`config.mk`:
```
export PLATFORM = sky130hd
export DESIGN_NAME = ex_alu
export DESIGN_NICKNAME = d
export VERILOG_FILES = /design/src/core_pkg.sv /design/src/ex_alu.sv
export SDC_FILE = /design/constraint.sdc
export NUM_CORES = 1
export LEC_CHECK = 0
export ABC_AREA = 1
export BUFFER_PORTS_ARGS = -buffer_cell sky130_fd_sc_hd__buf_4
export CAP_MARGIN = 20
export CORE_ASPECT_RATIO = 2
export CORE_MARGIN = 2
export CORE_UTILIZATION = 45
export CTS_BUF_LIST = sky130_fd_sc_hd__clkbuf_16
export CTS_CLUSTER_DIAMETER = 60
export DETAILED_ROUTE_END_ITERATION = 8
export GPL_TIMING_DRIVEN = 0
export PLACE_DENSITY = 0.67
export SLEW_MARGIN = 10
export SYNTH_ARGS = -nofsm -noshare
export SYNTH_HDL_FRONTEND = slang
export SYNTH_SLANG_ARGS = --single-unit
```
`constraint.sdc`:
```
create_clock -name clk -period 5.8 [get_ports clk]
set_input_delay 0.58 -clock clk [delete_from_list [all_inputs] [get_ports clk]]
set_output_delay 0.58 -clock clk [all_outputs]
set_load 0.1 [all_outputs]
```
`src/core_pkg.sv`:
```
package core_pkg;

  localparam int xlen = 32;
  localparam int arch_regs = 32;
  localparam int phys_regs = 64;
  localparam int window_depth = 8;
  localparam int rob_depth = 16;

  typedef logic [$clog2(arch_regs)-1:0] areg_t;
  typedef logic [$clog2(phys_regs)-1:0] preg_t;
  typedef logic [$clog2(rob_depth)-1:0] rob_tag_t;

  typedef enum logic [2:0] {
    alu_add,
    alu_sub,
    alu_and,
    alu_or,
    alu_xor,
    alu_slt
  } alu_op_t;

  // MIPS major opcodes
  localparam logic [5:0] opc_rtype = 6'h00;
  localparam logic [5:0] opc_addi = 6'h08;
  localparam logic [5:0] opc_andi = 6'h0c;
  localparam logic [5:0] opc_ori = 6'h0d;
  localparam logic [5:0] opc_xori = 6'h0e;

  // R-type funct field
  localparam logic [5:0] fn_add = 6'h20;
  localparam logic [5:0] fn_sub = 6'h22;
  localparam logic [5:0] fn_and = 6'h24;
  localparam logic [5:0] fn_or = 6'h25;
  localparam logic [5:0] fn_xor = 6'h26;
  localparam logic [5:0] fn_slt = 6'h2a;

endpackage

```
`src/ex_alu.sv`:
```
module ex_alu (
  input  logic                      clk,
  input  logic                      rst,
  input  logic                      sel_en,
  input  core_pkg::alu_op_t         op,
  input  logic                      use_imm,
  input  logic [core_pkg::xlen-1:0] imm,
  input  logic [core_pkg::xlen-1:0] src1,
  input  logic [core_pkg::xlen-1:0] src2,
  input  core_pkg::preg_t           pdst,
  input  core_pkg::rob_tag_t        tag,
  output logic                      wb_valid,
  output core_pkg::preg_t           wb_phy,
  output core_pkg::rob_tag_t        wb_tag,
  output logic [core_pkg::xlen-1:0] wb_result
);
  import core_pkg::*;

  logic [xlen-1:0] opb;
  logic [xlen-1:0] result;

  assign opb = use_imm ? imm : src2;

  always_comb begin
    case (op)
      alu_add: result = src1 + opb;
      alu_sub: result = src1 - opb;
      alu_and: result = src1 & opb;
      alu_or: result = src1 | opb;
      alu_xor: result = src1 ^ opb;
      alu_slt: result = {{(xlen-1){1'b0}}, $signed(src1) < $signed(opb)};
      default: result = '0;
    endcase
  end

  always_ff @(posedge clk) begin
    if (rst) begin
      wb_valid <= 1'b0;
    end else begin
      wb_valid <= sel_en;
    end
  end

  always_ff @(posedge clk) begin
    if (sel_en) begin
      wb_phy <= pdst;
      wb_tag <= tag;
      wb_result <= result;
    end
  end

endmodule

```
==> run summary <==
Crit path required time: 5810 ps
GPL Wtd Cong: 1.03
total power: 1.87 mW
Netlist cell types: 34
Starting Density: 45.9%
final count of negative-setup-slack endpoints: 0
crit start category: input port
Seq/Total Area, Yosys: 15.6%
Worst Path Arrival: 4140 ps
Synthesized Nets: 1,655
initial antenna violation count: 0
First-pass DRT Iterations: 5
grt ovf: 0
final setup TNS: 0 ps
largest net degree at the start of global routing: 44
I/O pins: 156
max capacitance violation total: 0
layout cell share with drive strength beyond 1: 14.2%
Die Ht: 195 um
CTS sink cnt: 43
commonest non-fill, non-tap cell in the layout: nand2_1
Slew @ Worst Pin: 952 ps
Hold WC Path Type: input port to flip-flop
FF+latch count, synth: 43
ANT nets after route: 0
FP Rows: 69
Yosys top cell area share: 20.9%
crit end category: flip-flop
Fin. Hold Viols: 0
# hold bufs at CTS: 0
pwr/cell area: 191 nW/um2
WL/cell: 18.9 um
DIE WIDTH: 99.5 um
Post-Synthesis Cells: 1,437
Clock transition at path regs: 60 ps
Netlist Area Pre-Place: 8210 um2
Fillers: 1,991
number of I/O port buffers: 154
Leakage Power: 5.79 nW
CTS resizes: 0
Core ar.: 17,900 um2
VDD IR max: 123 uV
Antenna diodes: 0
CTS tree: yes
status: finished, final reports clean
Slew Limit Fails: 0
critical path type: input port to flip-flop
Detail Placement HPWL: 29,100 um
area grow syn2layout: 19.0%
YS warnings: 0
post-synth top area cell: nand2_1
dpl ws: 1370 ps
Overall Global Routing Usage: 35.1%
H-tree depth: 2
DRC viols: 0
fin nets: 1,816
clk root buf: clkbuf_16
first-pass GRT wire length: 50,300 um
final core occ: 54.7%
most frequent cells in the layout: 458 x nand2_1, 334 x inv_1, 163 x buf_4
vias in the first global route: 9,347
mean post-synth cell area: 5.71 um2
slew margin rel.: 36.5%
Num CTS Buffers: 5
crit-path max FO: 10
Setup Buffers After CTS: 0
setup slack after layout: 1670 ps
die area: 19,400 um2
period utilization: 71.2%
vias per cell: 5.27
Tmin final: 4130 ps
WL final: 34,300 um
most area-consuming cells after synthesis: nand2_1 21%, ha_1 16%, edfxtp_1 15%
WHS: 431 ps
unrepaired setup endpoints after global routing: no
vias after detailed routing: 9,549
clk buf depth: 2
Max Freq: 242 MHz
number of DRC markers in iteration 0: 430
through the flow:
step                      instances  instance area (um2)
after floorplan                1437                 8210
after global placement         1804                 9630
after detailed placement       1804                 9630
after CTS                      1812                 9780
after global routing           1812                 9780
final                          1812                 9780
worst max-delay path, stage by stage:
cell and delay [ps]:
clkbuf_1 450, clkbuf_1 650, o21ai_0 330, ha_1 340, buf_2 200, a21oi_1 470, inv_1 90, a21oi_1 140
nand2_1 70, a21oi_1 410, nand3_1 130, nand3_1 120, nand3_1 150
synth_stat cells:
library cell / count
dfxtp_1: 1
ha_1: 103
and3_1: 2
nand2_1: 458
nor3_2: 7
o221ai_1: 6
nand4_1: 10
nand3_2: 5
buf_6: 7
xor2_1: 8
nor2_2: 7
o21ai_1: 1
a221oi_1: 5
clkbuf_1: 11
inv_2: 7
nor3_1: 6
a22oi_1: 1
clkbuf_2: 2
nor2_4: 2
a211oi_1: 1
nor3_4: 1
o21bai_1: 5
edfxtp_1: 42
nand3_1: 107
nor2_1: 109
a21oi_1: 74
buf_2: 16
nand2_2: 3
o22ai_1: 23
o21ai_0: 62
fa_1: 2
inv_1: 333
o2111ai_1: 1
buf_4: 9
cell families after synthesis:
group,after synthesis,synth area share (%)
AO/OA/AOI/OAI,179,12.0
XOR/XNOR,8,0.853
adder cells (fa/ha/maj),105,16.2
buffers and inverters,385,18.9
flip-flops,43,15.6
AND/OR/NAND/NOR,717,36.4
metal layers:
| metal | routed length [um] | global-route usage, % | up-vias |
|---|---|---|---|
| met1 | 10200 | 28.7 | 4306 |
| li1 | - | - | 4733 |
| met5 | 0 | 0 | - |
| met3 | 1360 | 3.44 | 159 |
| met2 | 18500 | 67.6 | 351 |
| met4 | 4210 | 35.4 | 0 |
path summary, 6_finish.rpt:
kind | from | to | cells past startpoint
max | use_imm | wb_result[29]$_DFFE_PP_ | 13
min | rst | wb_valid$_SDFF_PP0_ | 2
state kept, by name, indices dropped and copies added, names as in the netlist:
register / flops
wb_phy: 6
wb_tag: 4
wb_valid: 1
wb_result: 32
power breakdown:
group	internal [mW]	switching, mW
registers	0.386	0.00938
clock network	0.158	0.131
logic	0.324	0.859
total	0.868	0.999
layout make-up:
type	count	area, um2	share of cell area, %
Clock buffer	5	125	1.28
Clock inverter	3	16.3	0.166
Inverter	340	1280	13.1
Timing Repair Buffer	154	1160	11.8
Buffer	45	278	2.84
Multi-Input combinational cell	1009	5380	55.0
Tap cell	213	267	2.73
Sequential cell	43	1280	13.1
Note: power is estimated with default switching activity, not from simulation.
