File: src/core_pkg.sv
package core_pkg;

  localparam int xlen = 32;
  localparam int arch_regs = 32;
  localparam int phys_regs = 64;
  localparam int window_depth = 8;
  localparam int rob_depth = 16;

  typedef logic [$clog2(arch_regs)-1:0] areg_t;
  typedef logic [$clog2(phys_regs)-1:0] preg_t;
  typedef logic [$clog2(rob_depth)-1:0] rob_tag_t;

  typedef enum logic [2:0] {
    alu_add,
    alu_sub,
    alu_and,
    alu_or,
    alu_xor,
    alu_slt
  } alu_op_t;

  // MIPS major opcodes
  localparam logic [5:0] opc_rtype = 6'h00;
  localparam logic [5:0] opc_addi = 6'h08;
  localparam logic [5:0] opc_andi = 6'h0c;
  localparam logic [5:0] opc_ori = 6'h0d;
  localparam logic [5:0] opc_xori = 6'h0e;

  // R-type funct field
  localparam logic [5:0] fn_add = 6'h20;
  localparam logic [5:0] fn_sub = 6'h22;
  localparam logic [5:0] fn_and = 6'h24;
  localparam logic [5:0] fn_or = 6'h25;
  localparam logic [5:0] fn_xor = 6'h26;
  localparam logic [5:0] fn_slt = 6'h2a;

endpackage

File: src/inst_decoder.sv
module inst_decoder (
  input  logic                      clk,
  input  logic                      rst,
  input  logic                      if_valid,
  input  logic [core_pkg::xlen-1:0] if_inst,
  input  logic                      rn_stall,
  output logic                      id_ready,
  output logic                      id_valid,
  output core_pkg::alu_op_t         id_op,
  output logic                      id_use_imm,
  output logic [core_pkg::xlen-1:0] id_imm,
  output core_pkg::areg_t           id_src1,
  output core_pkg::areg_t           id_src2,
  output core_pkg::areg_t           id_rdst
);
  import core_pkg::*;

  logic [5:0] opcode;
  logic [5:0] funct;
  logic dec_valid;
  alu_op_t dec_op;
  logic dec_use_imm;
  logic [xlen-1:0] dec_imm;
  areg_t dec_rdst;

  assign opcode = if_inst[31:26];
  assign funct = if_inst[5:0];
  assign id_ready = !id_valid || !rn_stall;

  always_comb begin
    dec_valid = 1'b1;
    dec_op = alu_add;
    dec_use_imm = 1'b1;
    dec_imm = {{(xlen-16){1'b0}}, if_inst[15:0]};
    dec_rdst = if_inst[20:16];
    case (opcode)
      opc_rtype: begin
        dec_use_imm = 1'b0;
        dec_rdst = if_inst[15:11];
        case (funct)
          fn_add: dec_op = alu_add;
          fn_sub: dec_op = alu_sub;
          fn_and: dec_op = alu_and;
          fn_or: dec_op = alu_or;
          fn_xor: dec_op = alu_xor;
          fn_slt: dec_op = alu_slt;
          default: dec_valid = 1'b0;
        endcase
      end
      opc_addi: dec_imm = {{(xlen-16){if_inst[15]}}, if_inst[15:0]};
      opc_andi: dec_op = alu_and;
      opc_ori: dec_op = alu_or;
      opc_xori: dec_op = alu_xor;
      default: dec_valid = 1'b0;
    endcase
    // r0 writes are dropped as bubbles
    if (dec_rdst == '0) begin
      dec_valid = 1'b0;
    end
  end

  always_ff @(posedge clk) begin
    if (rst) begin
      id_valid <= 1'b0;
    end else if (id_ready) begin
      id_valid <= if_valid && dec_valid;
    end
  end

  always_ff @(posedge clk) begin
    if (if_valid && id_ready) begin
      id_op <= dec_op;
      id_use_imm <= dec_use_imm;
      id_imm <= dec_imm;
      id_src1 <= if_inst[25:21];
      id_src2 <= if_inst[20:16];
      id_rdst <= dec_rdst;
    end
  end

endmodule

File: config.mk
export PLATFORM = sky130hd
export DESIGN_NAME = inst_decoder
export DESIGN_NICKNAME = d
export VERILOG_FILES = /design/src/core_pkg.sv /design/src/inst_decoder.sv
export SDC_FILE = /design/constraint.sdc
export NUM_CORES = 1
export LEC_CHECK = 0
export BUFFER_PORTS_ARGS = -buffer_cell sky130_fd_sc_hd__buf_2
export CAP_MARGIN = 20
export CORE_MARGIN = 3
export CORE_UTILIZATION = 43
export DETAILED_ROUTE_END_ITERATION = 10
export PLACE_DENSITY = 0.87
export SYNTH_ARGS = -nofsm -noshare
export SYNTH_HDL_FRONTEND = slang
export SYNTH_SLANG_ARGS = --single-unit
File: constraint.sdc
create_clock -name clk -period 2 [get_ports clk]
set_clock_uncertainty 0.1 [all_clocks]
set_input_delay 0.1 -clock clk [delete_from_list [all_inputs] [get_ports clk]]
set_output_delay 0.1 -clock clk [all_outputs]
set_load 0.01 [all_outputs]
==> results.toml <==
[clocking]
root_buffer = "clkbuf_4"
cts_inserted_buffers = 5
clock_latency_ns = 0.33
path_clk_slew_ns = 0.10
cts_max_level = 2
cts_tree = "done"
cts_buffer_depth = 2
clock_sinks = 37

[setup_path]
end_kind = "register"
cp.required_ns = 2.12
worstPathArrival_ns = 1.63
cpMaxStageDelayCell = "dlygate4sd3_1"
crit_path_max_fanout = 3
critPathMaxStageDelay_ns = 0.53
r2r_cells = 3
worst-setup-path-type = "in -> reg"
worstPathCellList = "dlygate4sd3_1 > buf_2 > or4_1 > nor2_1 > mux2_4 > o32ai_2"
r2r_setup_slack_ns = 0.60
cp_num_buf_inv = 2
reg2reg_to = "id_src1[0]"
r2r_start = "id_valid"
critPathTopFamily = "buffers and inverters"
crit_path_start_kind = "input port"

[die]
fp.coreArea_sq_um = 3420
dieArea_sq_um = 4390
die_y_microns = 66.3
fp.dieW_microns = 66.3
pin_count = 89
initial_core_util_pct = 45.8
fp-row-count = 21

[pwr]
power_frac_seq_pct = 60.9
sw_frac_of_total_pct = 23.5
p_switching_uw = 350
intPower_uw = 1140
vdd_drop_max_uv = 318
leakage_uw = 0.000978
power_uw = 1490
comb_power_share_pct = 15.4
clkPwrFrac_pct = 23.7
p_per_area_nw_per_um2 = 648

[global_routing]
grt_util_met1_pct = 16.1
grtUsageTotal_pct = 17.7
top_usage_layer = "met2"
grt_pass1_wl_microns = 5520
met3_usage_pct = 5.27
grt_max_degree = 37
gr-usage-met2_pct = 34.3
grt_pass1_vias = 1185
antenna_found_initial = 0
grt-ovfl-total = 0

[timing]
setup_tns_ns = 0
tightest_slew_ns = 0.438
finalSetupViolations = 0
fmax_mhz = 665
timing.hold.ws_ns = 0.118
fin_ws_ns = 0.496
hold_viol_final = 0
maxSlewHeadroom_pct = 70.8
finalCritPeriodShare_pct = 75.2
fin_crit_ns = 1.50
rsz0062_at_grt = "false"
drv_slew = 0

[run]
maxCapViolations = 0

[placement]
port_buffers = 88
dp_slack_ns = 0.429
globalplace.congestion = 0.766
dp.cells = 216

[detailed_routing]
ant_nets = 0
post_drt_wl_per_cell_microns = 14.3
remaining_drc_errors = 0
drt_iter0_drc = 60
drt_wl_total_microns = 3620
vias_per_cell = 4.75
dr.pass1.iters = 4
via_count = 1203

[logic_synthesis]
ys_top_cells_by_count = "edfxtp_1 (36), buf_4 (15), mux2_2 (6), nor2_1 (6)"
synth_top_family_by_area = "simple AND/OR/NAND/NOR gates"
netlist_top_cells_area = "edfxtp_1 (69%), buf_4 (7.2%), mux2_2 (4.3%)"
synth-compound-area-share_pct = 6.00
synth_top_area_share_pct = 69.2
synth-simple-area-share_pct = 10.7
synthMuxAreaShare_pct = 4.32
ys_async_sr_fraction_pct = 0
ys.flop_type = "edfxtp_1"
ys_types = 29
netlist_area_sq_um = 1560
synth_most_common_cell = "edfxtp_1"
yosys.area_share.adder_pct = 0
yosys.area.top_type = "edfxtp_1"
netlist_instances = 96
yosys_warnings = 0
seq_area_frac_synth_pct = 70.5
ys_ff_latch = 37
synth-xor-area-share_pct = 0.560
synth-edff-count = 36
synth_nets = 132
syn_avg_cell_area_sq_um = 16.3

[min_path]
hold_end = "id_op[2]"
hp-class = "in -> reg"
holdPathStages = 3
hold_start = "if_inst[27]"

[cells_and_area]
diodes = 0
nNetsFinal = 242
instances_no_fill = 253
fill_cells = 271
syn_to_final_growth_pct = 47.2
drive_gt1_share_pct = 52.2

[status]
status = "complete, no violations"
==> final cells by class <==
cell class	count	area, sq um	share of cell area, %
well taps	46	57.6	2.50
clock inverters	3	12.5	0.544
repair buffers	118	738	32.1
multi-input cells	41	342	14.9
inverters	3	11.3	0.490
clock buffers	5	37.5	1.63
flip-flops and latches	37	1100	47.9
==> how the worst max path moves through the flow <==
stage / depth (start not counted) / endpoint / from
finish: 6 / id_valid / if_inst[11]
global route: 5 / id_imm[10] / rn_stall
CTS: 7 / id_valid / if_inst[16]
detailed placement: 5 / id_valid / if_inst[28]
global placement: 5 / id_valid / if_inst[28]
floorplan: 2 / id_imm[0] / id_valid
==> power by group through the flow <==
stage | Combinational, uW | Clock [uW] | Sequential, uW
floorplan | 67.3 | 0 | 950
global placement | 180 | 0 | 923
detailed placement | 184 | 0 | 926
CTS | 225 | 369 | 908
global route | 249 | 419 | 912
finish | 229 | 353 | 907
==> worst reg2reg max path, delay by kind of cell (launching register included) <==
family	cells	cell delay [ns]
buffers and inverters	1	0.39
AND/OR/NAND/NOR	2	0.23
flip-flops	1	0.33
==> per-stage QoR <==
| step | util, % | cell area, sq um |
|---|---|---|
| CTS | 66.9 | 2290 |
| global route | 67.3 | 2300 |
| detailed placement | 57.3 | 1960 |
| global placement | 57.3 | 1960 |
| finish | 67.3 | 2300 |
| floorplan | - | 1560 |
==> flip-flops by register name, summed over array words and instances (netlist names) <==
signal / count
id_imm: 17
id_op: 3
id_rdst: 5
id_src1: 5
id_src2: 5
id_use_imm: 1
id_valid: 1
==> per-layer routing <==
layer	wire, microns	share of wire (%)	vias up
li1	-	-	572
met1	1140	31	554
met2	2070	57	65
met3	279	7.7	12
met4	136	3.8	0
met5	0	0	-
==> what timing repair did <==
| action | in CTS | in global routing |
|---|---|---|
| hold endpoints to repair | 32 | 1 |
| setup buffers | 0 | 0 |
| hold buffers | 28 | 2 |
| gates resized for setup | 0 | 1 |
| endpoints found under the setup margin | 0 | 1 |
==> cells by family after synthesis <==
group,after synthesis
and+or+nand+nor,25
DFF,37
buffers and inverters,18
xor gates and xnor gates,1
AOI/OAI and AO/OA,9
muxes,6
==> layout by cell type (no fill, tap or decap), types with 2 or more instances in the layout <==
cell,count
or3_1,2
dlygate4sd3_1,29
nand2b_1,3
edfxtp_1,36
mux2_2,5
clkbuf_4,5
or4_1,2
nand2_1,2
nor2_1,6
buf_2,88
clkinv_1,2
inv_1,3
nor2b_1,2
Power figures use the tool's default switching activity.
