===== src/core_pkg.sv =====
package core_pkg;

  localparam int xlen = 32;
  localparam int arch_regs = 32;
  localparam int phys_regs = 64;
  localparam int window_depth = 8;
  localparam int rob_depth = 16;

  typedef logic [$clog2(arch_regs)-1:0] areg_t;
  typedef logic [$clog2(phys_regs)-1:0] preg_t;
  typedef logic [$clog2(rob_depth)-1:0] rob_tag_t;

  typedef enum logic [2:0] {
    alu_add,
    alu_sub,
    alu_and,
    alu_or,
    alu_xor,
    alu_slt
  } alu_op_t;

  // MIPS major opcodes
  localparam logic [5:0] opc_rtype = 6'h00;
  localparam logic [5:0] opc_addi = 6'h08;
  localparam logic [5:0] opc_andi = 6'h0c;
  localparam logic [5:0] opc_ori = 6'h0d;
  localparam logic [5:0] opc_xori = 6'h0e;

  // R-type funct field
  localparam logic [5:0] fn_add = 6'h20;
  localparam logic [5:0] fn_sub = 6'h22;
  localparam logic [5:0] fn_and = 6'h24;
  localparam logic [5:0] fn_or = 6'h25;
  localparam logic [5:0] fn_xor = 6'h26;
  localparam logic [5:0] fn_slt = 6'h2a;

endpackage


===== src/commit_unit.sv =====
module commit_unit (
  input  logic                      clk,
  input  logic                      rst,
  input  logic                      rn_alloc,
  input  core_pkg::areg_t           rn_rdst,
  input  core_pkg::preg_t           rn_old_phy,
  input  logic                      wb0_valid,
  input  core_pkg::rob_tag_t        wb0_tag,
  input  logic [core_pkg::xlen-1:0] wb0_result,
  input  logic                      wb1_valid,
  input  core_pkg::rob_tag_t        wb1_tag,
  input  logic [core_pkg::xlen-1:0] wb1_result,
  output core_pkg::rob_tag_t        rob_tail,
  output logic                      rob_full,
  output logic                      commit,
  output core_pkg::areg_t           commit_rdst,
  output logic [core_pkg::xlen-1:0] commit_result,
  output core_pkg::preg_t           free_phy
);
  import core_pkg::*;

  typedef logic [$clog2(rob_depth):0] rob_cnt_t;

  logic [rob_depth-1:0] done;
  areg_t rdst_q [rob_depth];
  preg_t old_q [rob_depth];
  logic [xlen-1:0] result_q [rob_depth];
  rob_tag_t head;
  rob_tag_t tail;
  rob_cnt_t count;

  assign rob_tail = tail;
  assign rob_full = count == rob_cnt_t'(rob_depth);
  // Done bits clear on retire, so an empty buffer never commits
  assign commit = done[head];
  assign commit_rdst = rdst_q[head];
  assign commit_result = result_q[head];
  assign free_phy = old_q[head];

  always_ff @(posedge clk) begin
    if (rst) begin
      done <= '0;
      head <= '0;
      tail <= '0;
      count <= '0;
    end else begin
      if (rn_alloc) begin
        done[tail] <= 1'b0;
        tail <= tail + 1'b1;
      end
      if (wb0_valid) begin
        done[wb0_tag] <= 1'b1;
      end
      if (wb1_valid) begin
        done[wb1_tag] <= 1'b1;
      end
      if (commit) begin
        done[head] <= 1'b0;
        head <= head + 1'b1;
      end
      count <= count + rob_cnt_t'(rn_alloc) - rob_cnt_t'(commit);
    end
  end

  always_ff @(posedge clk) begin
    if (rn_alloc) begin
      rdst_q[tail] <= rn_rdst;
      old_q[tail] <= rn_old_phy;
    end
    if (wb0_valid) begin
      result_q[wb0_tag] <= wb0_result;
    end
    if (wb1_valid) begin
      result_q[wb1_tag] <= wb1_result;
    end
  end

endmodule


===== config.mk =====
export PLATFORM = sky130hd
export DESIGN_NAME = commit_unit
export DESIGN_NICKNAME = d
export VERILOG_FILES = /design/src/core_pkg.sv /design/src/commit_unit.sv
export SDC_FILE = /design/constraint.sdc
export NUM_CORES = 1
export LEC_CHECK = 0
export BUFFER_PORTS_ARGS = -buffer_cell sky130_fd_sc_hd__buf_2
export CAP_MARGIN = 30
export CORE_AREA = 3 3 321 323
export CTS_CLUSTER_DIAMETER = 80
export DETAILED_ROUTE_END_ITERATION = 12
export DIE_AREA = 0 0 324 326
export PLACE_DENSITY = 0.51
export SETUP_SLACK_MARGIN = 0.1
export SYNTH_ARGS = -nofsm -noshare
export SYNTH_HDL_FRONTEND = slang
export SYNTH_SLANG_ARGS = --single-unit

===== constraint.sdc =====
create_clock -name clk -period 8.31 [get_ports clk]
set_input_delay 1.2465 -clock clk [delete_from_list [all_inputs] [get_ports clk]]
set_output_delay 1.2465 -clock clk [all_outputs]
set_load 0.02 [all_outputs]

==> results.json, run 1 <==
{
  "drive_gt1_share_pct": 39.24,
  "core-area_um2": 100100,
  "fin_nets": 2020,
  "dp_slack_ns": 3.916,
  "slew_violations": 0,
  "drc_errors": 0,
  "synth-seq-area-share_pct": 62.61,
  "htreeDepth": 3,
  "cts_made_buffers": 82,
  "synth-edff-count": 688,
  "antenna_found_initial": 20,
  "io_buffer_count": 136,
  "required_ns": 7.06,
  "cts_sinks": 721,
  "rsz0062_at_grt": "false",
  "dpl-instance-area_um2": 36190,
  "regArea_um2": 21340,
  "vdd_drop_max_v": 0.0001515,
  "root_buffer": "clkbuf_16",
  "fp.dieArea_um2": 105600,
  "grt_pass1_wl_um": 140200,
  "worstHoldPathType": "register to register",
  "clkSlewWorstSetupHoldPaths_ns": 0.06,
  "cap_violations": 0,
  "track_usage_pct": 18.55,
  "powerDensity_nw_per_um2": 230.3,
  "worst-path-max-fanout": 39,
  "finalSetupViolCount": 0,
  "hold_depth": 2,
  "gp_congestion": 0.7403,
  "drt_iter0_markers": 2007,
  "initial_core_util_pct": 34.00,
  "grt_max_degree": 128,
  "wl_per_cell_um": 29.79,
  "boundaryPins": 137,
  "syn_avg_cell_area_um2": 18.61,
  "ys_types": 46,
  "final_area_um2": 38920,
  "r2r_cells": 13,
  "worst_pin_slew_ns": 0.9499,
  "cts_buffer_depth": 3,
  "clock-skew-final_ns": 0.02411,
  "cts_tree": "done",
  "p_leak_nw": 12.26,
  "fillers": 9087,
  "ys_ff_latch": 721,
  "viasPerCell": 5.519,
  "synth_nets": 1933,
  "wl_um": 97990,
  "period_share_pct": 58.73,
  "rows": 116,
  "path_class": "register to output port",
  "rrSetupSlack_ns": 4.56,
  "synth-main-ff-cell": "edfxtp_1",
  "min_period_ns": 4.880,
  "yosys_warnings": 0,
  "fmax_mhz": 204.9,
  "die_h_um": 326,
  "die_width_um": 324,
  "firstDrtPassIters": 7,
  "tns_ns": 0,
  "place_hpwl_um": 50940,
  "syn_area_um2": 34050,
  "status": "completed",
  "worst_setup_path_start_kind": "register",
  "setup_ws_ns": 3.430,
  "areaGrowthSynthToFinish_pct": 14.29,
  "arrival_ns": 3.63,
  "slew_headroom_pct": 36.67,
  "antenna_left": 0,
  "critPathCaptureType": "output port",
  "grt_pass1_vias": 19193,
  "clk_latency_ns": 0.64,
  "cts_setup_buffers": 0,
  "dr_total_vias": 18151,
  "async_flop_share_pct": 0,
  "syn_inst": 1830,
  "multi_input_area_um2": 12110,
  "cts_resized": 0,
  "grt-ovfl-total": 0,
  "cts_hold_buf": 0,
  "hold_violations": 0
}
through the flow:
stage	hold slack, ns	util (%)	total power, mW	cells
5_1_grt	0.5302	38.84	9.315	3283
3_3_place_gp	0.4823	36.09	5.406	3128
2_1_floorplan	0.4628	-	5.083	1830
3_5_place_dp	0.4832	36.14	5.431	3130
6_report	0.4896	38.86	8.962	3289
4_1_cts	0.4934	38.83	9.087	3282
critical path: stages (launching register included):
cell,delay [ns]
dfxtp_4,0.90
buf_4,0.78
mux4_2,0.59
mux4_2,0.52
buf_2,0.19
registers in the layout (all words and copies together), names as in the netlist, named ones only:
register and cells:
count 5, done 16, head 4, old_q 96, rdst_q 80, result_q 512, rob_tail 4
synthesized netlist by cell type (4+ instances only):
cell	instances	area share (%)
a211oi_1	18	0.40
a21oi_1	16	0.24
buf_1	8	0.088
buf_2	58	0.85
buf_6	10	0.33
clkbuf_1	95	1.0
dfxtp_1	33	1.9
edfxtp_1	688	61
ha_1	14	0.51
inv_1	25	0.28
mux2_1	278	9.2
mux2_2	237	7.8
mux2i_1	9	0.26
mux4_2	216	14
nand2_1	22	0.24
nand2b_1	10	0.18
nand3_1	5	0.073
nand3b_1	4	0.088
nor2_1	28	0.31
nor2b_1	5	0.092
o21ai_1	5	0.073
o22ai_1	8	0.15
xnor2_1	4	0.10
cell usage in the layout, fill, tap and decap left out, types with 3 or more instances in the layout:
| cell type | synthesis | layout |
|---|---|---|
| a211oi_1 | 18 | 18 |
| a21oi_1 | 16 | 16 |
| and2_1 | 3 | 3 |
| buf_12 | 0 | 3 |
| buf_2 | 58 | 136 |
| buf_4 | 1 | 34 |
| bufinv_16 | 0 | 9 |
| clkbuf_1 | 95 | 20 |
| clkbuf_16 | 0 | 83 |
| clkinv_1 | 0 | 21 |
| clkinv_2 | 0 | 11 |
| clkinv_8 | 0 | 3 |
| dfxtp_1 | 33 | 29 |
| dfxtp_4 | 0 | 4 |
| diode_2 | 0 | 6 |
| edfxtp_1 | 688 | 688 |
| ha_1 | 14 | 14 |
| inv_1 | 25 | 24 |
| mux2_1 | 278 | 278 |
| mux2_2 | 237 | 237 |
| mux2i_1 | 9 | 9 |
| mux4_2 | 216 | 216 |
| nand2_1 | 22 | 21 |
| nand2b_1 | 10 | 7 |
| nand2b_2 | 0 | 3 |
| nand3_1 | 5 | 5 |
| nand3b_1 | 4 | 4 |
| nor2_1 | 28 | 19 |
| nor2_4 | 0 | 9 |
| nor2b_1 | 5 | 4 |
| o21ai_4 | 0 | 6 |
| o22ai_4 | 0 | 8 |
| xnor2_1 | 4 | 4 |
| xor2_1 | 3 | 3 |
final cells by class:
| class | instances | share of cell area (%) |
|---|---|---|
| antenna | 6 | 0.03858 |
| clock buffer | 103 | 5.530 |
| clock inverter | 49 | 1.389 |
| inverter | 26 | 0.2508 |
| multi-input combinational | 911 | 31.13 |
| sequential | 721 | 54.82 |
| tap | 1298 | 4.173 |
| timing repair buffer | 175 | 2.669 |
metal layers:
metal	routed length [um]	track usage, %
met5	50	0
met4	1746	4.074
met3	5664	3.330
met2	47240	30.07
met1	43290	26.05
cells by family (layout without fill, tap and decap cells):
group           Yosys count  in the layout  share of synthesized area [%]
simple gates             92             92                          1.352
fa+ha+maj                15             15                         0.5732
mux                     740            740                          31.58
compound gates           57             57                          1.073
buf+inv                 198            353                          2.627
other cells               0              6                              0
flops                   721            721                          62.61
xor+xnor                  7              7                         0.1801
power breakdown:
part           switching (mW)  internal, mW  total (mW)
sequential             0.0741          4.12        4.19
combinational           0.588         0.548        1.14
clock                    1.50          2.13        3.63
worst paths after layout:
kind / start / endpoint
worst max-delay path: register / free_phy[5]
worst min-delay path: done[7]$_SDFF_PP0_ / done[7]$_SDFF_PP0_
worst max register to register: head[1]$_SDFFE_PP0P_ / count[4]$_SDFF_PP0_
worst min register to register: done[7]$_SDFF_PP0_ / done[7]$_SDFF_PP0_
Power figures use the tool's default switching activity.
==> run 2: changes to the inputs <==
Clock period 8.31 ns to 4.61 ns, I/O delays scaled along.
==> run 2 against run 1 <==
Via count fell by 1.4%. Sequential share of layout area is 0.24 points lower. Wire length decreased by 3.9%. Highest routed layer unchanged. Worst setup slack got worse by 2.6 ns. Sequential power is 80% higher. Die area unchanged. Largest cell class unchanged. Worst hold slack got worse by 0.067 ns. Cell count grew 0.15%. Global-route usage shrank 0.56 points. Power grew 78%. Register-to-register slack worse by 3.6 ns. Largest power group unchanged. Critical endpoint is now commit_result[26].
==> results.json, run 2 (synthesis gave the netlist of run 1 again) <==
{
  "grt-ovfl-total": 0,
  "vdd_drop_max_v": 0.0002248,
  "tns_ns": 0,
  "cap_violations": 0,
  "antenna_found_initial": 11,
  "reg.largest.list": "result_q (512), old_q (96), rdst_q (80)",
  "path_class": "register to output port",
  "multi_input_area_um2": 12110,
  "finalSetupViolCount": 0,
  "hold_depth": 1,
  "clk_latency_ns": 0.65,
  "cts_setup_buffers": 0,
  "boundaryPins": 137,
  "largest-register": "result_q",
  "core-area_um2": 100100,
  "rows": 116,
  "layout_commonest_cell": "edfxtp_1",
  "clock-skew-final_ns": 0.01912,
  "slew_violations": 0,
  "drc_errors": 0,
  "io_buffer_count": 136,
  "drive_gt1_share_pct": 40.04,
  "die_h_um": 326,
  "areaGrowthSynthToFinish_pct": 14.78,
  "regArea_um2": 21340,
  "fin_cells": 3294,
  "critPathCaptureType": "output port",
  "worst_setup_path_start_kind": "register",
  "grt_pass1_vias": 19301,
  "status": "completed",
  "cts_hold_buf": 0,
  "dr_total_vias": 17903,
  "place_hpwl_um": 55450,
  "fmax_mhz": 262.0,
  "htreeDepth": 3,
  "cts_resized": 0,
  "worst-path-max-fanout": 26,
  "p_leak_nw": 12.33,
  "p_total_mw": 16.00,
  "min_period_ns": 3.818,
  "cts_made_buffers": 83,
  "root_buffer": "clkbuf_16",
  "drt_iter0_markers": 1452,
  "cts_buffer_depth": 3,
  "worstHoldPathType": "input port to register",
  "wl_per_cell_um": 28.58,
  "slew_headroom_pct": 30.61,
  "track_usage_pct": 18.00,
  "viasPerCell": 5.435,
  "initial_core_util_pct": 34.00,
  "antenna_left": 0,
  "cts_sinks": 721,
  "worst_pin_slew_ns": 1.041,
  "rsz0062_at_grt": "false",
  "fin_nets": 2031,
  "required_ns": 3.92,
  "largest_reg_flops": 512,
  "grt_max_degree": 61,
  "clkSlewWorstSetupHoldPaths_ns": 0.06,
  "grt_pass1_wl_um": 138200,
  "hold_violations": 0,
  "powerDensity_nw_per_um2": 409.3,
  "die_width_um": 324,
  "layout_common_cells": "edfxtp_1 (688), mux2_1 (278), mux2_2 (237)",
  "placedCellCount": 3141,
  "rrSetupSlack_ns": 0.99,
  "fp.dieArea_um2": 105600,
  "fillers": 9087,
  "gp_congestion": 0.7652,
  "arrival_ns": 3.13,
  "r2r_cells": 13,
  "period_share_pct": 82.81,
  "wl_um": 94160,
  "hold_ws_ns": 0.4225,
  "cts_tree": "done",
  "firstDrtPassIters": 5
}
==> run 2: changes by cell type in the layout (fill, tap and decap cells not counted), sizes merged <==
cell / delta
diode: -3
inv: +2
clkinvlp: +3
bufinv: -5
clkbuf: -4
buf: +10
clkinv: +2
==> run 2: final timing paths <==
| kind | start | endpoint |
|---|---|---|
| max | register | commit_result[26] |
| max reg2reg | head[1]$_SDFFE_PP0P_ | count[4]$_SDFF_PP0_ |
| min reg2reg | done[7]$_SDFF_PP0_ | done[7]$_SDFF_PP0_ |
| min | rn_old_phy[0] | old_q[12][0]$_DFFE_PP_ |
==> run 2: cell type report <==
cell class              count  area share (%)
clock buffers              99           5.570
well taps                1298           4.155
diodes                      3         0.01921
clock inverters            51           1.092
flip-flops and latches    721           54.59
repair buffers            185           3.336
multi-input cells         911           30.99
inverters                  26          0.2497
==> run 2: worst max-delay path, stage by stage, from the launching register on <==
cell	delay, ns
dfxtp_4	0.56
buf_4	0.55
mux4_2	0.63
mux4_2	0.51
buf_2	0.18
==> run 2: metrics by stage <==
step | cell area [um2] | worst slack [ns] | utilization [%]
2_1_floorplan | 34050 | 0.6579 | -
3_3_place_gp | 36360 | 1.041 | 36.31
3_5_place_dp | 36470 | 1.019 | 36.42
4_1_cts | 39080 | 0.6373 | 39.02
5_1_grt | 39080 | 0.5866 | 39.02
6_report | 39090 | 0.7925 | 39.03
==> run 2: report_power, final <==
group | internal [mW] | leakage, nW | switching [mW]
sequential | 7.42 | 6.51 | 0.102
clock | 3.62 | 1.28 | 2.72
combinational | 1.01 | 4.54 | 1.11
total | 12.1 | 12.3 | 3.94
==> run 2: per-layer routing <==
metal | global-route usage (%) | vias to the layer above | wire length (um)
li1 | - | 7662 | -
met1 | 24.61 | 9616 | 40730
met2 | 29.77 | 464 | 46660
met3 | 3.249 | 157 | 4569
met4 | 4.251 | 4 | 2167
met5 | 0 | - | 28
