`config.mk`:
```
export PLATFORM = sky130hd
export DESIGN_NAME = register_rename
export DESIGN_NICKNAME = d
export VERILOG_FILES = /design/src/core_pkg.sv /design/src/register_rename.sv
export SDC_FILE = /design/constraint.sdc
export NUM_CORES = 1
export LEC_CHECK = 0
export ABC_AREA = 1
export ABC_CLOCK_PERIOD_IN_PS = 4800
export BUFFER_PORTS_ARGS = -buffer_cell sky130_fd_sc_hd__buf_2
export CORE_AREA = 2 2 300 302
export DETAILED_ROUTE_END_ITERATION = 6
export DIE_AREA = 0 0 302 304
export SKIP_LAST_GASP = 1
export SYNTH_ARGS = -nofsm -noshare
export SYNTH_HDL_FRONTEND = slang
export SYNTH_SLANG_ARGS = --single-unit
```
`constraint.sdc`:
```
create_clock -name clk -period 4.8 [get_ports clk]
set_input_delay 0.96 -clock clk [delete_from_list [all_inputs] [get_ports clk]]
set_output_delay 0.96 -clock clk [all_outputs]
set_load 0.02 [all_outputs]
```
`src/core_pkg.sv`:
```
package core_pkg;

  localparam int xlen = 32;
  localparam int arch_regs = 32;
  localparam int phys_regs = 64;
  localparam int window_depth = 8;
  localparam int rob_depth = 16;

  typedef logic [$clog2(arch_regs)-1:0] areg_t;
  typedef logic [$clog2(phys_regs)-1:0] preg_t;
  typedef logic [$clog2(rob_depth)-1:0] rob_tag_t;

  typedef enum logic [2:0] {
    alu_add,
    alu_sub,
    alu_and,
    alu_or,
    alu_xor,
    alu_slt
  } alu_op_t;

  // MIPS major opcodes
  localparam logic [5:0] opc_rtype = 6'h00;
  localparam logic [5:0] opc_addi = 6'h08;
  localparam logic [5:0] opc_andi = 6'h0c;
  localparam logic [5:0] opc_ori = 6'h0d;
  localparam logic [5:0] opc_xori = 6'h0e;

  // R-type funct field
  localparam logic [5:0] fn_add = 6'h20;
  localparam logic [5:0] fn_sub = 6'h22;
  localparam logic [5:0] fn_and = 6'h24;
  localparam logic [5:0] fn_or = 6'h25;
  localparam logic [5:0] fn_xor = 6'h26;
  localparam logic [5:0] fn_slt = 6'h2a;

endpackage

```
`src/register_rename.sv`:
```
module register_rename (
  input  logic             clk,
  input  logic             rst,
  input  logic             id_valid,
  input  core_pkg::areg_t  id_src1,
  input  core_pkg::areg_t  id_src2,
  input  core_pkg::areg_t  id_rdst,
  input  logic             id_use_imm,
  input  logic             window_full,
  input  logic             rob_full,
  input  core_pkg::preg_t  free_phy,
  input  logic             commit,
  input  logic             wb0_valid,
  input  core_pkg::preg_t  wb0_phy,
  input  logic             wb1_valid,
  input  core_pkg::preg_t  wb1_phy,
  output logic             rn_stall,
  output logic             rn_alloc,
  output core_pkg::preg_t  rn_psrc1,
  output core_pkg::preg_t  rn_psrc2,
  output logic             rn_src1_ready,
  output logic             rn_src2_ready,
  output core_pkg::preg_t  rn_pdst,
  output core_pkg::preg_t  rn_old_phy
);
  import core_pkg::*;

  typedef logic [$clog2(phys_regs-arch_regs)-1:0] fl_ptr_t;
  typedef logic [$clog2(phys_regs-arch_regs):0] fl_cnt_t;

  preg_t map_table [arch_regs];
  preg_t free_list [phys_regs-arch_regs];
  fl_ptr_t fl_head;
  fl_ptr_t fl_tail;
  fl_cnt_t fl_count;
  logic [phys_regs-1:0] busy;

  // Result on a writeback bus this cycle counts as ready
  function automatic logic wb_hit(preg_t p);
    return (wb0_valid && p == wb0_phy) || (wb1_valid && p == wb1_phy);
  endfunction

  assign rn_stall = (fl_count == '0) || rob_full || window_full;
  assign rn_alloc = id_valid && !rn_stall;
  assign rn_psrc1 = map_table[id_src1];
  assign rn_psrc2 = map_table[id_src2];
  assign rn_src1_ready = !busy[rn_psrc1] || wb_hit(rn_psrc1);
  assign rn_src2_ready = id_use_imm || !busy[rn_psrc2] || wb_hit(rn_psrc2);
  assign rn_pdst = free_list[fl_head];
  assign rn_old_phy = map_table[id_rdst];

  always_ff @(posedge clk) begin
    if (rst) begin
      for (int i = 0; i < arch_regs; i++) begin
        map_table[i] <= preg_t'(i);
      end
      for (int i = 0; i < phys_regs - arch_regs; i++) begin
        free_list[i] <= preg_t'(arch_regs + i);
      end
      fl_head <= '0;
      fl_tail <= '0;
      fl_count <= fl_cnt_t'(phys_regs - arch_regs);
      busy <= '0;
    end else begin
      if (wb0_valid) begin
        busy[wb0_phy] <= 1'b0;
      end
      if (wb1_valid) begin
        busy[wb1_phy] <= 1'b0;
      end
      if (rn_alloc) begin
        map_table[id_rdst] <= rn_pdst;
        busy[rn_pdst] <= 1'b1;
        fl_head <= fl_head + 1'b1;
      end
      // Retired instruction returns its previous mapping
      if (commit) begin
        free_list[fl_tail] <= free_phy;
        fl_tail <= fl_tail + 1'b1;
      end
      fl_count <= fl_count + fl_cnt_t'(commit) - fl_cnt_t'(rn_alloc);
    end
  end

endmodule

```
==> impl_metrics.tcl, run 1 <==
set metrics [dict create \
    post-cts-setup-buffers 0 \
    fmax_mhz 223 \
    yosysUniqueCellTypes 37 \
    syn_inst 3251 \
    relSlewSlack_pct 40.0 \
    cts_tree "yes" \
    setup_violations 0 \
    cts_max_path_buffers 3 \
    grt_max_degree 75 \
    finalCritPeriodShare_pct 93.4 \
    port_buffers 69 \
    crit_path_end_kind "output pin" \
    async_flop_share_pct 0 \
    ys_warn_count 0 \
    cts_made_buffers 54 \
    start_kind "primary input" \
    vias_per_cell 5.47 \
    syn_nets 3307 \
    dieArea_um2 91800 \
    grtUsageTotal_pct 20.3 \
    worstPathMaxFanout 67 \
    area_growth_pct 12.9 \
    irDropWorstVdd_uv 315 \
    required_ns 3.84 \
    postPlaceCellArea_um2 27900 \
    root_buffer "clkbuf_16" \
    grt_pass1_wl_mm 144 \
    slew_viol_final 0 \
    synth_area_um2 26400 \
    p_per_area_nw_per_um2 349 \
    h-tree-depth 2 \
    nets 3293 \
    crit_type "in2out" \
    skew_ns 0.0420 \
    critPathArrivalTime_ns 3.52 \
    worst_pin_slew_ns 0.899 \
    io-pin-count 70 \
    dieWidth_um 302 \
    hold_violations 0 \
    design_area_um2 29800 \
    outcome "completed" \
    antenna_found_initial 2 \
    rsz0062_at_grt "no" \
    ctsHoldBuffers 0 \
    ant_nets 0 \
    place_congestion 1.01 \
    ys_seq_area_share_pct 50.2 \
    firstDrtPassIters 6 \
    drive_gt1_share_pct 8.38 \
    design.core.area_um2 89000 \
    ys_seq_elements 469 \
    avgSynthCellArea_um2 8.11 \
    post_layout_nonfiller_instances 4458 \
    min_period_ns 4.48 \
    maxCapViolations 0 \
    clk_pin_slew_ns 0.06 \
    drt_iter0_markers 2965 \
    routed_wl_mm 95.0 \
    grt_pass1_vias 23140 \
    grt_overflow 0 \
    dpl.cell_count 4357 \
    drc 0 \
    post_cts_resized 0 \
    cts.sinks 469 \
    start_util_pct 29.6 \
    hpwl_mm 64.2 \
    vias 24381 \
    hp-class "reg2reg" \
    fillers 9277 \
    synth_ff_type "edfxtp_1" \
    fin_tns_setup_ns 0 \
    row_count 110 \
    insertion_delay_ns 0.65 \
    die_y_um 304 \
    wl_per_cell_um 21.3 \
    synth-edff-count 384 \
    p_leak_nw 10.0 \
]
-- final cells by class --
class | instances | area, µm² | share of cell area (%)
inverters | 215 | 816 | 2.74
well taps | 1176 | 1470 | 4.94
clock inverters | 29 | 349 | 1.17
flip-flops and latches | 469 | 13200 | 44.5
clock buffers | 71 | 1470 | 4.93
repair buffers | 149 | 1080 | 3.64
diodes | 1 | 2.50 | 0.00841
multi-input cells | 2348 | 11300 | 38.1
-- layout by cell type, fill, tap and decap left out, types with 2 or more instances in the layout --
cell type,n
a21oi_1,185
a22oi_1,96
a31oi_1,3
buf_12,11
buf_2,69
buf_4,69
bufinv_16,7
clkbuf_1,13
clkbuf_16,55
clkbuf_8,3
clkinv_1,12
clkinv_2,10
clkinvlp_4,4
dfxtp_1,84
edfxtp_1,384
ha_1,13
inv_1,192
inv_2,12
inv_4,3
inv_6,2
nand2_1,703
nand2_2,3
nand3_1,364
nand3_2,4
nand4_1,4
nor2_1,488
nor2_2,3
nor2_4,9
nor3_1,20
nor3_4,5
nor4_1,13
o211ai_1,53
o21ai_0,235
o21ai_1,21
o21ai_2,2
o21bai_1,2
o221ai_1,93
o22ai_1,21
xor2_1,6
-- registers in the layout, summed over array words and instances, names as in the netlist, named ones only --
name and flops:
free_list 192, map_table 192, busy 64, fl_count 6
fl_head 5, fl_tail 5
-- final timing paths --
| check | end | start | slack, ns | cells past startpoint |
|---|---|---|---|---|
| worst min register to register | flip-flop | fl_head[4] | 0.46 | 1 |
| worst min-delay path | flip-flop | fl_head[4] | 0.46 | 1 |
| worst max register to register | busy[60] | flip-flop | 1.34 | 11 |
| worst max-delay path | rn_src2_ready | id_src2[0] | 0.32 | 16 |
-- per-stage QoR --
stage               worst slack, ns  utilization [%]  power [mW]  hold WS (ns)
floorplan                     0.885                -        5.60         0.412
global placement              0.372             31.4        6.15         0.432
detailed placement            0.401             31.4        6.16         0.443
CTS                           0.402             33.4        10.4         0.462
global route                  0.110             33.4        10.8         0.489
finish                        0.316             33.4        10.4         0.464
-- where the power goes --
| part | switching, mW | internal, mW |
|---|---|---|
| logic | 1.16 | 0.406 |
| clock network | 1.77 | 2.53 |
| registers | 0.0575 | 4.47 |
| total | 2.99 | 7.41 |
-- logic make-up (layout without fill, tap and decap cells) --
logic type / Yosys count / count (layout) / share of synthesized area, %
AND/OR/NAND/NOR: 1616 / 1616 / 25.6
AO/OA/AOI/OAI: 712 / 712 / 16.5
flip-flops: 469 / 469 / 50.2
buffers and inverters: 434 / 464 / 6.87
adder cells (fa/ha/maj): 14 / 14 / 0.693
XOR/XNOR: 6 / 6 / 0.199
other: 0 / 1 / 0
-- worst max-delay path, stage by stage --
cell	delay, ns
buf_2	0.13
inv_2	0.17
buf_12	0.29
o21ai_0	0.12
o211ai_1	0.37
nand3_1	0.16
nand2_1	0.09
nand2_1	0.05
nand2_1	0.35
nand2_1	0.10
nand2_1	0.08
nand3_1	0.08
o21bai_1	0.15
nor2_1	0.06
nand3_1	0.12
buf_2	0.18
-- cells in the mapped netlist (6+ instances only) --
| cell | instances | share of area, % |
|---|---|---|
| nand2_1 | 703 | 10 |
| nor2_1 | 490 | 7.0 |
| edfxtp_1 | 384 | 44 |
| nand3_1 | 364 | 6.9 |
| o21ai_0 | 235 | 4.5 |
| inv_1 | 194 | 2.8 |
| a21oi_1 | 185 | 3.5 |
| clkbuf_1 | 121 | 1.7 |
| a22oi_1 | 96 | 2.7 |
| o221ai_1 | 93 | 3.1 |
| dfxtp_1 | 85 | 6.5 |
| buf_2 | 63 | 1.2 |
| o211ai_1 | 53 | 1.5 |
| buf_4 | 22 | 0.63 |
| o21ai_1 | 21 | 0.40 |
| o22ai_1 | 21 | 0.50 |
| nor3_1 | 20 | 0.38 |
| ha_1 | 13 | 0.62 |
| inv_2 | 13 | 0.19 |
| nor4_1 | 13 | 0.31 |
| buf_1 | 11 | 0.16 |
| nor2_4 | 7 | 0.30 |
| xor2_1 | 6 | 0.20 |
-- per-layer routing --
| metal | GRT usage [%] | vias to the layer above | routed length (µm) |
|---|---|---|---|
| met4 | 7.89 | 2 | 3850 |
| met1 | 27.5 | 11511 | 38700 |
| met3 | 3.75 | 210 | 9430 |
| li1 | - | 11298 | - |
| met2 | 31.9 | 1360 | 43100 |
| met5 | 0 | - | 10 |
Note: power is estimated with default switching activity, not from simulation.
==> run 2, diff against run 1 <==
--- a/config.mk
+++ b/config.mk
@@ -11,6 +11,7 @@
 export CORE_AREA = 2 2 300 302
 export DETAILED_ROUTE_END_ITERATION = 6
 export DIE_AREA = 0 0 302 304
+export RECOVER_POWER = 100
 export SKIP_LAST_GASP = 1
 export SYNTH_ARGS = -nofsm -noshare
 export SYNTH_HDL_FRONTEND = slang
==> run 2 against run 1 <==
Net effect:
- the run now ends with capacitance limit, slew limit left
- die area is the same
- clock skew shrank 0.0013 ns
- count of clock-buffer cells in the layout is the same
- sequential cell count is the same
- cell area shrank 0.50%
- via count grew 0.21%
- routed wire length grew 0.23%
- critical path depth shrank 8
- register-to-register slack lost 0.43 ns
- global-route usage is the same
- non-clock buffer count is the same
- power shrank 0.17%
- critical endpoint is now rn_pdst[1]
- largest cell class unchanged
==> impl_metrics.tcl, run 2 (synthesis results as in run 1) <==
set metrics [dict create \
    ctsHoldBuffers 0 \
    antenna_found_initial 2 \
    violations "capacitance limit, slew limit" \
    place_congestion 1.01 \
    outcome "complete, but fails checks" \
    fillers 9308 \
    irDropWorstVdd_uv 317 \
    dieWidth_um 302 \
    grt_max_degree 75 \
    finalCritPeriodShare_pct 94.1 \
    rsz0062_at_grt "no" \
    clk_pin_slew_ns 0.06 \
    mostFrequentLayoutCells "nand2_1 (703), nor2_1 (492), edfxtp_1 (384)" \
    worstPathMaxFanout 58 \
    cts_tree "yes" \
    root_buffer "clkbuf_16" \
    start_kind "flip-flop" \
    design.core.area_um2 89000 \
    drt_iter0_markers 3015 \
    crit_type "reg2out" \
    fin_tns_setup_ns 0 \
    setup_violations 0 \
    row_count 110 \
    min_path_cells 1 \
    hp-class "reg2reg" \
    io-pin-count 70 \
    firstDrtPassIters 6 \
    drive_gt1_share_pct 7.31 \
    wl_per_cell_um 21.4 \
    area_growth_pct 12.3 \
    die_y_um 304 \
    dieArea_um2 91800 \
    grt_overflow 0 \
    port_buffers 69 \
    fmax_mhz 222 \
    ant_nets 0 \
    top_regs "free_list x192, map_table x192, busy x64" \
    post-cts-setup-buffers 0 \
    grtUsageTotal_pct 20.3 \
    grt_pass1_vias 23140 \
    worstRegToRegCells 11 \
    setup_slack_ns 0.285 \
    relSlewSlack_pct -43.8 \
    p_per_area_nw_per_um2 351 \
    required_ns 3.84 \
    grt_pass1_wl_mm 144 \
    skew_ns 0.0407 \
    worst_pin_slew_ns 2.15 \
    cts_made_buffers 54 \
    p_leak_nw 9.91 \
    routed_wl_mm 95.2 \
    insertion_delay_ns 0.65 \
    hold_violations 0 \
    layout_commonest_cell "nand2_1" \
    start_util_pct 29.6 \
    pre_cts_ws_ns 0.401 \
    cts_max_path_buffers 3 \
    drc 0 \
    crit_path_end_kind "output pin" \
    vias 24431 \
    slew_viol_final 44 \
    post_cts_resized 0 \
    hpwl_mm 64.2 \
    min_period_ns 4.51 \
    maxCapViolations 1 \
    h-tree-depth 2 \
    cts.sinks 469 \
    nets 3293 \
    critPathArrivalTime_ns 3.55 \
    vias_per_cell 5.48 \
]
## run 2: cell type report
type,instances,area (µm²),share of cell area [%]
diodes,2,5.00,0.0169
well taps,1176,1470,4.97
clock buffers,71,1470,4.95
repair buffers,149,1030,3.47
multi-input cells,2348,11200,38.0
inverters,215,816,2.76
flip-flops and latches,469,13200,44.7
clock inverters,29,349,1.18
## run 2: final timing paths
check	endpoint	slack [ns]	from
worst max-delay path	rn_pdst[1]	0.29	flip-flop
worst min-delay path	flip-flop	0.46	fl_head[4]
worst max register to register	busy[38]	0.91	flip-flop
worst min register to register	flip-flop	0.46	fl_head[4]
## run 2: worst max-delay path, stage by stage (launching register included)
cell,delay [ns]
dfxtp_1,0.37
buf_4,0.54
o21ai_0,0.24
o221ai_1,0.25
nand3_1,0.16
o21ai_0,0.12
inv_1,0.07
o21ai_0,0.85
clkbuf_2,0.32
## run 2: metal layers
layer  routed length (µm)  GRT usage [%]
met5                   10              0
met4                 3930           7.89
met3                 8900           3.75
met2                43200           31.9
met1                39200           27.5
## run 2: report_power, final
part           switching (mW)  internal, mW  total (mW)
Clock                    1.77          2.53        4.30
Sequential             0.0577          4.48        4.53
Combinational            1.15         0.399        1.55
## run 2: stage by stage
stage                     hold WS, ns  power (mW)  std cells  instance area, µm²  utilization (%)
after CTS                       0.462        10.4       4457               29800             33.4
after floorplan                 0.412        5.60       3251               26400                -
after detailed placement        0.443        6.16       4357               27900             31.4
after global placement          0.432        6.15       4357               27900             31.4
after global routing            0.489        10.7       4458               29600             33.2
final                           0.464        10.4       4459               29600             33.2
